**src/rtl/menu_pkg.sv**
```systemverilog
// Menu package for the coffee machine front panel
// Menu states, selection encodings and timing defaults

package menu_pkg;

    // Menu states, reference numbering kept
    typedef enum logic [3:0] {
        ST_SPLASH             = 4'd0,
        ST_CHECK_ERRORS       = 4'd1,
        ST_COFFEE_SELECT      = 4'd2,
        ST_DRINK_SELECT       = 4'd3,
        ST_SIZE_SELECT        = 4'd4,
        ST_CONFIRM            = 4'd5,
        ST_BREWING            = 4'd6,
        ST_COMPLETE           = 4'd7,
        ST_INSUFFICIENT       = 4'd10,
        ST_ABORT_CONFIRM      = 4'd11,
        ST_MAINTENANCE        = 4'd12,
        ST_MAINT_OPTIONS      = 4'd13,
        ST_MAINT_VIEW_ERRORS  = 4'd14,
        ST_MAINT_MANUAL_CHECK = 4'd15
    } menu_state_e;

    // Hidden maintenance options
    typedef enum logic [1:0] {
        MAINT_VIEW_ERRORS,
        MAINT_MANUAL_CHECK,
        MAINT_SERVICE_TIME,
        MAINT_EXIT
    } maint_opt_e;

    typedef enum logic [2:0] {
        DRINK_BLACK,
        DRINK_CREAM,
        DRINK_LATTE,
        DRINK_MOCHA,
        DRINK_HOT_CHOC
    } drink_e;

    typedef enum logic [1:0] {
        SIZE_8OZ,
        SIZE_12OZ,
        SIZE_16OZ
    } size_e;

    // Cursor wrap limits
    localparam int NUM_COFFEE_BINS   = 2;
    localparam int NUM_DRINKS        = 5;
    localparam int NUM_SIZES         = 3;
    localparam int NUM_MAINT_OPTIONS = 4;
    localparam int BIN_W             = 3;

    // Button indices into the debounced level vector
    localparam int NUM_BUTTONS = 4;
    localparam int BTN_CANCEL  = 0;
    localparam int BTN_LEFT    = 1;
    localparam int BTN_RIGHT   = 2;
    localparam int BTN_SELECT  = 3;

    // Board defaults at 50 MHz
    localparam int unsigned DEBOUNCE_CYCLES      = 1_000_000;
    localparam int unsigned COMBO_HOLD_CYCLES    = 2_500_000;
    localparam int unsigned INSUFFICIENT_TIMEOUT = 500_000_000;

endpackage

```
**src/rtl/button_event_if.sv**
```systemverilog
// Button event bundle
// One-cycle press strobes and the maintenance combo strobe

`timescale 1ns/1ns

interface button_event_if;

    logic cancel_pressed;
    logic left_pressed;
    logic right_pressed;
    logic select_pressed;
    // Combo held long enough, repeats while held
    logic combo_active;

    modport source (
        output cancel_pressed, left_pressed, right_pressed, select_pressed, combo_active
    );

    modport sink (
        input cancel_pressed, left_pressed, right_pressed, select_pressed, combo_active
    );

endinterface

```
**src/rtl/debounce_filter.sv**
```systemverilog
// Debounce filter for one raw button
// Level follows the input once it has disagreed long enough

`timescale 1ns/1ns

module debounce_filter #(
    parameter int unsigned STABLE_CYCLES = menu_pkg::DEBOUNCE_CYCLES
) (
    input  logic clk,
    input  logic rst_n,
    input  logic raw,
    output logic level
);

    // Counter only needs to reach STABLE_CYCLES-1
    localparam int CNT_W = (STABLE_CYCLES > 1) ? $clog2(STABLE_CYCLES) : 1;

    logic [CNT_W-1:0] cnt;

    always_ff @(posedge clk or negedge rst_n) begin
        if (!rst_n) begin
            cnt   <= '0;
            level <= 1'b0;
        end else if (raw == level) begin
            // Bounce back to old value restarts the count
            cnt <= '0;
        end else if (cnt >= CNT_W'(STABLE_CYCLES - 1)) begin
            level <= raw;
            cnt   <= '0;
        end else begin
            cnt <= cnt + 1'b1;
        end
    end

endmodule

```
**src/rtl/button_events.sv**
```systemverilog
// Button event generator
// Rising-edge press pulses and the maintenance combo hold timer

`timescale 1ns/1ns

module button_events #(
    parameter int unsigned HOLD_CYCLES = menu_pkg::COMBO_HOLD_CYCLES
) (
    input  logic                             clk,
    input  logic                             rst_n,
    input  logic [menu_pkg::NUM_BUTTONS-1:0] levels,
    button_event_if.source                   events
);

    import menu_pkg::*;

    localparam int HOLD_W = (HOLD_CYCLES > 1) ? $clog2(HOLD_CYCLES) : 1;

    logic [NUM_BUTTONS-1:0] levels_prev;
    logic [NUM_BUTTONS-1:0] pressed;
    logic                   combo_held;
    logic [HOLD_W-1:0]      hold_cnt;
    logic                   combo_strobe;

    //============================================================
    // Edge detection
    //============================================================
    always_ff @(posedge clk or negedge rst_n) begin
        if (!rst_n) begin
            levels_prev <= '0;
        end else begin
            levels_prev <= levels;
        end
    end

    assign pressed = levels & ~levels_prev;

    assign events.cancel_pressed = pressed[BTN_CANCEL];
    assign events.left_pressed   = pressed[BTN_LEFT];
    assign events.right_pressed  = pressed[BTN_RIGHT];
    assign events.select_pressed = pressed[BTN_SELECT];

    //============================================================
    // Combo hold timer
    //============================================================
    // Either arrow together with select
    assign combo_held = (levels[BTN_LEFT] | levels[BTN_RIGHT]) & levels[BTN_SELECT];

    always_ff @(posedge clk or negedge rst_n) begin
        if (!rst_n) begin
            hold_cnt     <= '0;
            combo_strobe <= 1'b0;
        end else if (!combo_held) begin
            hold_cnt     <= '0;
            combo_strobe <= 1'b0;
        end else if (hold_cnt >= HOLD_W'(HOLD_CYCLES - 1)) begin
            // Restart so the strobe repeats while held
            hold_cnt     <= '0;
            combo_strobe <= 1'b1;
        end else begin
            hold_cnt     <= hold_cnt + 1'b1;
            combo_strobe <= 1'b0;
        end
    end

    assign events.combo_active = combo_strobe;

endmodule

```
**src/rtl/selection_cursors.sv**
```systemverilog
// Selection cursors for bin, drink, size and maintenance option
// Each cursor wraps and moves only while its own menu is shown

`timescale 1ns/1ns

module selection_cursors (
    input  logic                       clk,
    input  logic                       rst_n,
    button_event_if.sink               events,
    input  menu_pkg::menu_state_e      state,
    output logic [menu_pkg::BIN_W-1:0] coffee_bin,
    output menu_pkg::drink_e           drink,
    output menu_pkg::size_e            size,
    output menu_pkg::maint_opt_e       maint_option
);

    import menu_pkg::*;

    logic [2:0] bin_next;
    logic [2:0] drink_next;
    logic [2:0] size_next;
    logic [2:0] maint_next;

    // Left wraps 0 to limit-1, right wraps limit-1 to 0
    function automatic logic [2:0] step(input logic [2:0] cur, input logic [2:0] limit,
                                        input logic dec, input logic inc);
        logic [2:0] nxt;
        nxt = cur;
        if (dec) begin
            nxt = (cur == 3'd0) ? limit - 3'd1 : cur - 3'd1;
        end else if (inc) begin
            nxt = (cur >= limit - 3'd1) ? 3'd0 : cur + 3'd1;
        end
        return nxt;
    endfunction

    always_comb begin
        bin_next   = step(coffee_bin, 3'(NUM_COFFEE_BINS),
                          events.left_pressed && state == ST_COFFEE_SELECT,
                          events.right_pressed && state == ST_COFFEE_SELECT);
        drink_next = step(3'(drink), 3'(NUM_DRINKS),
                          events.left_pressed && state == ST_DRINK_SELECT,
                          events.right_pressed && state == ST_DRINK_SELECT);
        size_next  = step({1'b0, size}, 3'(NUM_SIZES),
                          events.left_pressed && state == ST_SIZE_SELECT,
                          events.right_pressed && state == ST_SIZE_SELECT);
        maint_next = step({1'b0, maint_option}, 3'(NUM_MAINT_OPTIONS),
                          events.left_pressed && state == ST_MAINT_OPTIONS,
                          events.right_pressed && state == ST_MAINT_OPTIONS);
    end

    //============================================================
    // Cursor registers
    //============================================================
    always_ff @(posedge clk or negedge rst_n) begin
        if (!rst_n) begin
            coffee_bin   <= '0;
            drink        <= DRINK_BLACK;
            // 12 oz is the default cup
            size         <= SIZE_12OZ;
            maint_option <= MAINT_VIEW_ERRORS;
        end else begin
            coffee_bin   <= bin_next;
            drink        <= drink_e'(drink_next);
            size         <= size_e'(size_next[1:0]);
            maint_option <= maint_opt_e'(maint_next[1:0]);
        end
    end

endmodule

```
**src/rtl/menu_fsm.sv**
```systemverilog
// Menu state machine for the coffee machine front panel
// Brew flow, insufficient-resource screen, abort and hidden maintenance menu
// Control outputs are registered one-cycle strobes and levels

`timescale 1ns/1ns

module menu_fsm #(
    parameter int unsigned TIMEOUT_CYCLES = menu_pkg::INSUFFICIENT_TIMEOUT
) (
    input  logic                   clk,
    input  logic                   rst_n,
    button_event_if.sink           events,
    input  menu_pkg::maint_opt_e   maint_option,
    input  logic                   error_present,
    input  logic [3:0]             error_count,
    input  logic [3:0]             warning_count,
    input  logic                   pressure_ready,
    input  logic                   can_make_coffee,
    input  logic                   recipe_valid,
    input  logic                   brewing_active,
    output menu_pkg::menu_state_e  state,
    output logic                   start_brewing_cmd,
    output logic                   maintenance_mode,
    output logic                   manual_check_requested,
    output logic                   display_refresh
);

    import menu_pkg::*;

    localparam int TMR_W = (TIMEOUT_CYCLES > 1) ? $clog2(TIMEOUT_CYCLES) : 1;

    menu_state_e      next_state;
    menu_state_e      return_state;
    logic [TMR_W-1:0] insuf_timer;
    logic             brew_started;
    logic             state_changed;
    logic             in_brew_flow;
    logic             in_maint;

    // Combo may only interrupt these menus
    assign in_brew_flow = state inside {ST_SPLASH, ST_CHECK_ERRORS, ST_COFFEE_SELECT,
                                        ST_DRINK_SELECT, ST_SIZE_SELECT, ST_CONFIRM};
    assign in_maint     = state inside {ST_MAINTENANCE, ST_MAINT_OPTIONS,
                                        ST_MAINT_VIEW_ERRORS, ST_MAINT_MANUAL_CHECK};

    //============================================================
    // Insufficient timer, return memory, brew guard
    //============================================================
    always_ff @(posedge clk or negedge rst_n) begin
        if (!rst_n) begin
            insuf_timer  <= '0;
            return_state <= ST_CONFIRM;
            brew_started <= 1'b0;
        end else begin
            // Timer only runs on the insufficient screen
            insuf_timer <= (state == ST_INSUFFICIENT) ? insuf_timer + 1'b1 : '0;
            // Remember where we came from
            if (state != ST_INSUFFICIENT && next_state == ST_INSUFFICIENT) begin
                return_state <= state;
            end
            // Machine must report brewing before completion counts
            if (state != ST_BREWING) begin
                brew_started <= 1'b0;
            end else if (brewing_active) begin
                brew_started <= 1'b1;
            end
        end
    end

    //============================================================
    // Next state
    //============================================================
    always_comb begin
        next_state = state;
        case (state)
            ST_SPLASH: begin
                if (events.select_pressed && !error_present) next_state = ST_CHECK_ERRORS;
            end
            ST_CHECK_ERRORS: begin
                // Critical errors block, warnings need acknowledge
                if (error_present && error_count != 4'd0) begin
                    next_state = ST_CHECK_ERRORS;
                end else if (warning_count != 4'd0 && events.select_pressed) begin
                    next_state = ST_COFFEE_SELECT;
                end else if (!error_present && warning_count == 4'd0 &&
                             pressure_ready && can_make_coffee) begin
                    next_state = ST_COFFEE_SELECT;
                end else if (events.cancel_pressed) begin
                    next_state = ST_SPLASH;
                end
            end
            ST_COFFEE_SELECT: begin
                if (events.select_pressed)      next_state = ST_DRINK_SELECT;
                else if (events.cancel_pressed) next_state = ST_SPLASH;
            end
            ST_DRINK_SELECT: begin
                if (events.select_pressed)      next_state = ST_SIZE_SELECT;
                else if (events.cancel_pressed) next_state = ST_COFFEE_SELECT;
            end
            ST_SIZE_SELECT: begin
                if (events.select_pressed)      next_state = ST_CONFIRM;
                else if (events.cancel_pressed) next_state = ST_DRINK_SELECT;
            end
            ST_CONFIRM: begin
                if (events.select_pressed) begin
                    next_state = recipe_valid ? ST_BREWING : ST_INSUFFICIENT;
                end else if (events.cancel_pressed) begin
                    next_state = ST_SIZE_SELECT;
                end
            end
            ST_INSUFFICIENT: begin
                if (insuf_timer >= TMR_W'(TIMEOUT_CYCLES - 1) || events.cancel_pressed) begin
                    next_state = return_state;
                end
            end
            ST_BREWING: begin
                // Only abort request or real completion
                if (events.cancel_pressed)              next_state = ST_ABORT_CONFIRM;
                else if (!brewing_active && brew_started) next_state = ST_COMPLETE;
            end
            ST_ABORT_CONFIRM: begin
                if (events.select_pressed)      next_state = ST_SPLASH;
                else if (events.cancel_pressed) next_state = ST_BREWING;
            end
            ST_COMPLETE: begin
                // Any button dismisses
                if (events.select_pressed || events.cancel_pressed ||
                    events.left_pressed || events.right_pressed) begin
                    next_state = ST_SPLASH;
                end
            end
            ST_MAINTENANCE: next_state = ST_MAINT_OPTIONS;
            ST_MAINT_OPTIONS: begin
                if (events.select_pressed) begin
                    case (maint_option)
                        MAINT_VIEW_ERRORS:  next_state = ST_MAINT_VIEW_ERRORS;
                        MAINT_MANUAL_CHECK: next_state = ST_MAINT_MANUAL_CHECK;
                        // Service time shares the error view screen
                        MAINT_SERVICE_TIME: next_state = ST_MAINT_VIEW_ERRORS;
                        default:            next_state = ST_SPLASH;
                    endcase
                end else if (events.cancel_pressed) begin
                    next_state = ST_SPLASH;
                end
            end
            ST_MAINT_VIEW_ERRORS: begin
                if (events.cancel_pressed) next_state = ST_MAINT_OPTIONS;
            end
            ST_MAINT_MANUAL_CHECK: begin
                if (events.select_pressed || events.cancel_pressed) next_state = ST_MAINT_OPTIONS;
            end
            default: next_state = ST_SPLASH;
        endcase
        // Combo wins over everything in the brew flow
        if (events.combo_active && in_brew_flow) next_state = ST_MAINTENANCE;
    end

    //============================================================
    // State and control registers
    //============================================================
    always_ff @(posedge clk or negedge rst_n) begin
        if (!rst_n) begin
            state                  <= ST_SPLASH;
            state_changed          <= 1'b0;
            start_brewing_cmd      <= 1'b0;
            maintenance_mode       <= 1'b0;
            manual_check_requested <= 1'b0;
            display_refresh        <= 1'b0;
        end else begin
            state                  <= next_state;
            state_changed          <= (next_state != state);
            // Abort-confirm return to brewing does not restart the brew
            start_brewing_cmd      <= (state == ST_CONFIRM) && (next_state == ST_BREWING);
            maintenance_mode       <= in_maint;
            manual_check_requested <= (state == ST_MAINT_MANUAL_CHECK) && events.select_pressed;
            display_refresh        <= state_changed;
        end
    end

endmodule

```
**src/rtl/menu_navigator.sv**
```systemverilog
// Coffee machine front panel navigator
// Debounces four buttons, forms press events and runs the menu state machine

`timescale 1ns/1ns

module menu_navigator #(
    parameter int unsigned DEBOUNCE_CYCLES      = menu_pkg::DEBOUNCE_CYCLES,
    parameter int unsigned COMBO_HOLD_CYCLES    = menu_pkg::COMBO_HOLD_CYCLES,
    parameter int unsigned INSUFFICIENT_TIMEOUT = menu_pkg::INSUFFICIENT_TIMEOUT
) (
    input  logic                       clk,
    input  logic                       rst_n,
    input  logic                       btn_cancel,
    input  logic                       btn_left,
    input  logic                       btn_right,
    input  logic                       btn_select,
    input  logic                       error_present,
    input  logic [3:0]                 error_count,
    input  logic [3:0]                 warning_count,
    input  logic                       pressure_ready,
    input  logic                       can_make_coffee,
    input  logic                       recipe_valid,
    input  logic                       brewing_active,
    output menu_pkg::menu_state_e      state,
    output logic [menu_pkg::BIN_W-1:0] coffee_bin,
    output menu_pkg::drink_e           drink,
    output menu_pkg::size_e            size,
    output menu_pkg::maint_opt_e       maint_option,
    output logic                       start_brewing_cmd,
    output logic                       maintenance_mode,
    output logic                       manual_check_requested,
    output logic                       display_refresh
);

    import menu_pkg::*;

    logic [NUM_BUTTONS-1:0] raw_buttons;
    logic [NUM_BUTTONS-1:0] levels;

    button_event_if events ();

    // Pack raw buttons by index
    assign raw_buttons[BTN_CANCEL] = btn_cancel;
    assign raw_buttons[BTN_LEFT]   = btn_left;
    assign raw_buttons[BTN_RIGHT]  = btn_right;
    assign raw_buttons[BTN_SELECT] = btn_select;

    // One filter per button
    for (genvar i = 0; i < NUM_BUTTONS; i++) begin : g_debounce
        debounce_filter #(.STABLE_CYCLES(DEBOUNCE_CYCLES)) u_filter (
            .clk(clk), .rst_n(rst_n), .raw(raw_buttons[i]), .level(levels[i])
        );
    end

    button_events #(.HOLD_CYCLES(COMBO_HOLD_CYCLES)) u_events (
        .clk(clk), .rst_n(rst_n), .levels(levels), .events(events.source)
    );

    selection_cursors u_cursors (
        .clk(clk), .rst_n(rst_n), .events(events.sink), .state(state),
        .coffee_bin(coffee_bin), .drink(drink), .size(size), .maint_option(maint_option)
    );

    menu_fsm #(.TIMEOUT_CYCLES(INSUFFICIENT_TIMEOUT)) u_fsm (
        .clk(clk), .rst_n(rst_n), .events(events.sink), .maint_option(maint_option),
        .error_present(error_present), .error_count(error_count),
        .warning_count(warning_count), .pressure_ready(pressure_ready),
        .can_make_coffee(can_make_coffee), .recipe_valid(recipe_valid),
        .brewing_active(brewing_active), .state(state),
        .start_brewing_cmd(start_brewing_cmd), .maintenance_mode(maintenance_mode),
        .manual_check_requested(manual_check_requested),
        .display_refresh(display_refresh)
    );

endmodule

```
**config.mk**
```make
export PLATFORM = sky130hd
export DESIGN_NAME = menu_navigator
export DESIGN_NICKNAME = d
export VERILOG_FILES = /design/src/rtl/menu_pkg.sv /design/src/rtl/button_event_if.sv /design/src/rtl/debounce_filter.sv /design/src/rtl/button_events.sv /design/src/rtl/selection_cursors.sv /design/src/rtl/menu_fsm.sv /design/src/rtl/menu_navigator.sv
export SDC_FILE = /design/constraint.sdc
export NUM_CORES = 1
export LEC_CHECK = 0
export BUFFER_PORTS_ARGS = -buffer_cell sky130_fd_sc_hd__buf_2
export CAP_MARGIN = 15
export CELL_PAD_IN_SITES_DETAIL_PLACEMENT = 1
export CELL_PAD_IN_SITES_GLOBAL_PLACEMENT = 1
export CORE_MARGIN = 4
export CORE_UTILIZATION = 27
export CTS_CLUSTER_SIZE = 14
export DETAILED_ROUTE_END_ITERATION = 7
export PLACE_DENSITY_LB_ADDON = 0.2
export SYNTH_ARGS = -nofsm -noshare
export SYNTH_HDL_FRONTEND = slang
export SYNTH_SLANG_ARGS = --single-unit
```
**constraint.sdc**
```tcl
create_clock -name clk -period 4.5 [get_ports clk]
set_clock_uncertainty 0.1 [all_clocks]
set_input_delay 0.675 -clock clk [delete_from_list [all_inputs] [get_ports clk]]
set_output_delay 0.675 -clock clk [all_outputs]
set_load 0.01 [all_outputs]
```
==> results.ini <==
[run_status]
status = finished, final reports clean

[sta]
whs_ns = 0.177
slew_headroom_pct = 43.7
setup-violations-final = 0
tightestPinTransition_ns = 0.844
setup_slack_ns = 1.83
hold_violations = 0
slew_violations = 0
max_freq_ghz = 0.374
fin_crit_sh_pct = 59.4
setup_tns_ns = 0
post-route-min-period_ns = 2.67
rsz0062_at_grt = false

[logic_synthesis]
synth-main-ff-cell = dfrtp_1
synth_compound_area_share_pct = 8.07
synth-async-reset-ratio_pct = 100
synth_mux_area_share_pct = 1.15
synth_cells = 876
synth_fp_nets = 916
synth.most_common_cell = nor2_1
synth.yosys.seq_area_share_pct = 49.0
synth_fa_ha_area_share_pct = 3.13
synthXorXnorAreaFrac_pct = 12.0
ys_types = 66
synth_area_leaders = dfrtp_1 (48%), xor2_1 (7.8%), nor2_1 (7.7%), xnor2_1 (4.2%), nand3_1 (3.8%)
synth_area_mm2 = 0.00839
synth_top_family_by_area = simple AND/OR/NAND/NOR gates
yosys.area_share.simple_pct = 23.7
synth_top_area_share_pct = 48.0
synthTopCellsByCount = nor2_1 (172), dfrtp_1 (161), xor2_1 (75)
yosysTopAreaCell = dfrtp_1
synth-edff-count = 0
avgSynthCellArea_um2 = 9.57
synth_seq_cells = 164
ys_warn_count = 0

[cts]
h-tree-depth = 4
cts_tree = done
ctsHoldBuffers = 0
postCtsSetupRepairBufs = 0
clkLatencyLatePin_ns = 0.43
cts_buffers = 17
root_buffer = clkbuf_16
clk_pin_slew_ns = 0.07
cts_resized = 0
clockBufferDepth = 2
cts_sinks = 164

[detailed_routing]
vias = 6192
first_iter_violations = 296
routed_wl_mm = 18.5
viasPerCell = 4.69
wire_per_inst_um = 14.0
post-route-drc-count = 0
firstDrtPassIters = 4
ant_nets = 0

[setup_path]
worstPathRequired_ns = 4.75
critPathKind = flip-flop to flip-flop
critPathMaxFanout = 20
regToRegEndpoint = g_debounce[1].u_filter.cnt[17]
critical_path.top_delay_family = simple AND/OR/NAND/NOR gates
cp-end-kind = flip-flop
path_cells = ha_1, and3_1, and3_1, o41ai_1, a21boi_1, o211a_1, nand2b_1, nor2_1
cp-startpoint = g_debounce[1].u_filter.cnt[0]
cp_data_arrival_time_ns = 2.92
cp_slowest_cell = nand2b_1
cpPeakStageDelay_ns = 0.51
ff2ff_setup_slack_ns = 1.83
r2r-start = g_debounce[1].u_filter.cnt[0]
start_kind = flip-flop
crit_path_frequent_cell = and3_1
reg2regPathDepth = 8
crit_buf_inv = 0

[layout]
diodes = 0
area_growth_pct = 14.7
drive_gt1_share_pct = 9.75
fin_nets = 950
n_fill_cell = 3531
design_area_mm2 = 0.00962

[job]
maxCapViolations = 0

[placed_design]
gp_congestion = 0.744
io_buffers = 36
dpl.hpwl_mm = 12.6
placed_cell_area_mm2 = 0.00897
place_ws_ns = 1.76

[die]
die_y_um = 184
io_pins = 37
dieWidth_um = 184
core_mm2 = 0.0306
rows = 64
start_util_pct = 27.4
dieArea_mm2 = 0.0339

[grt]
grt_antenna_before_repair = 0
grt_pass1_vias = 6489
grt_max_degree = 84
grt_pass1_wl_mm = 32.5
grt-ovfl-total = 0
track_usage_pct = 11.5

[power_and_ir_drop]
leakagePower_nw = 4.19
ir_drop_v = 0.000262
fin_total_pwr_w = 0.00394
powerDensity_mw_per_mm2 = 410

[min_path]
hold_class = input port to async pin

-- layer usage --
metal	global-route usage (%)	vias to the layer above	wire [um]
li1	-	3065	-
met1	15.5	3057	9220
met2	18.7	53	8610
met3	2.15	17	436
met4	3.82	0	235
met5	0	-	0
-- sequential cells by signal, summed over array words and instances, names as in the netlist --
| signal | cells |
|---|---|
| u_cursors.drink | 3 |
| u_fsm.display_refresh | 1 |
| u_fsm.state_changed | 1 |
| g_debounce.u_filter.level | 4 |
| u_fsm.maintenance_mode | 1 |
| u_events.levels_prev | 4 |
| u_cursors.size | 2 |
| g_debounce.u_filter.cnt | 80 |
| u_fsm.state | 4 |
| u_fsm.manual_check_requested | 1 |
| u_events.events.combo_active | 1 |
| u_events.hold_cnt | 22 |
| u_cursors.maint_option | 2 |
| u_cursors.coffee_bin | 3 |
| u_fsm.insuf_timer | 29 |
| u_fsm.return_state | 4 |
| u_fsm.brew_started | 1 |
| u_fsm.start_brewing_cmd | 1 |
-- logic make-up after synthesis --
kind of cell | count (synthesis)
and+or+nand+nor | 413
DFF | 164
xor gates and xnor gates | 115
AOI/OAI and AO/OA | 99
buffers and inverters | 55
adders and majority gates | 21
muxes | 9
-- final cells by class --
type / count / area (um^2) / area share, %
timing repair buffer: 41 / 224 / 2.33
clock buffer: 21 / 450 / 4.68
sequential: 164 / 4110 / 42.7
multi-input combinational: 657 / 4030 / 41.9
inverter: 29 / 109 / 1.13
tap: 396 / 495 / 5.15
clock inverter: 11 / 199 / 2.07
-- report_power, final --
group          internal [W]  total [W]  switching, W
sequential          0.00156    0.00170      0.000134
combinational      0.000240   0.000622      0.000382
clock               0.00100    0.00162      0.000620
total               0.00281    0.00394       0.00114
-- worst max path at each step --
stage,endpoint,slack [ns],depth (start not counted)
final,g_debounce[1].u_filter.cnt[17],1.83,8
after global routing,g_debounce[1].u_filter.cnt[3],1.57,8
after CTS,g_debounce[1].u_filter.cnt[8],1.73,8
after detailed placement,g_debounce[1].u_filter.cnt[8],1.76,8
after global placement,g_debounce[1].u_filter.cnt[0],1.85,8
after floorplan,u_fsm.return_state[0],2.20,6
-- cells in the final DEF, fill, tap and decap left out, types with 8 or more instances in the layout --
cell / count
a21oi_1: 24
and3_1: 36
buf_2: 35
clkbuf_16: 17
dfrtp_1: 161
ha_1: 21
inv_1: 27
nand2_1: 56
nand2b_1: 9
nand3_1: 63
nand4_1: 17
nor2_1: 172
nor3_1: 16
nor4_1: 8
o21ai_0: 22
or3_1: 8
xnor2_1: 40
xor2_1: 75
-- through the flow --
stage / utilization, % / instances
2_1_floorplan: - / 876
3_3_place_gp: 29.3 / 1287
3_5_place_dp: 29.3 / 1287
4_1_cts: 31.4 / 1319
5_1_grt: 31.4 / 1319
6_report: 31.4 / 1319
Note: power is estimated with default switching activity, not from simulation.
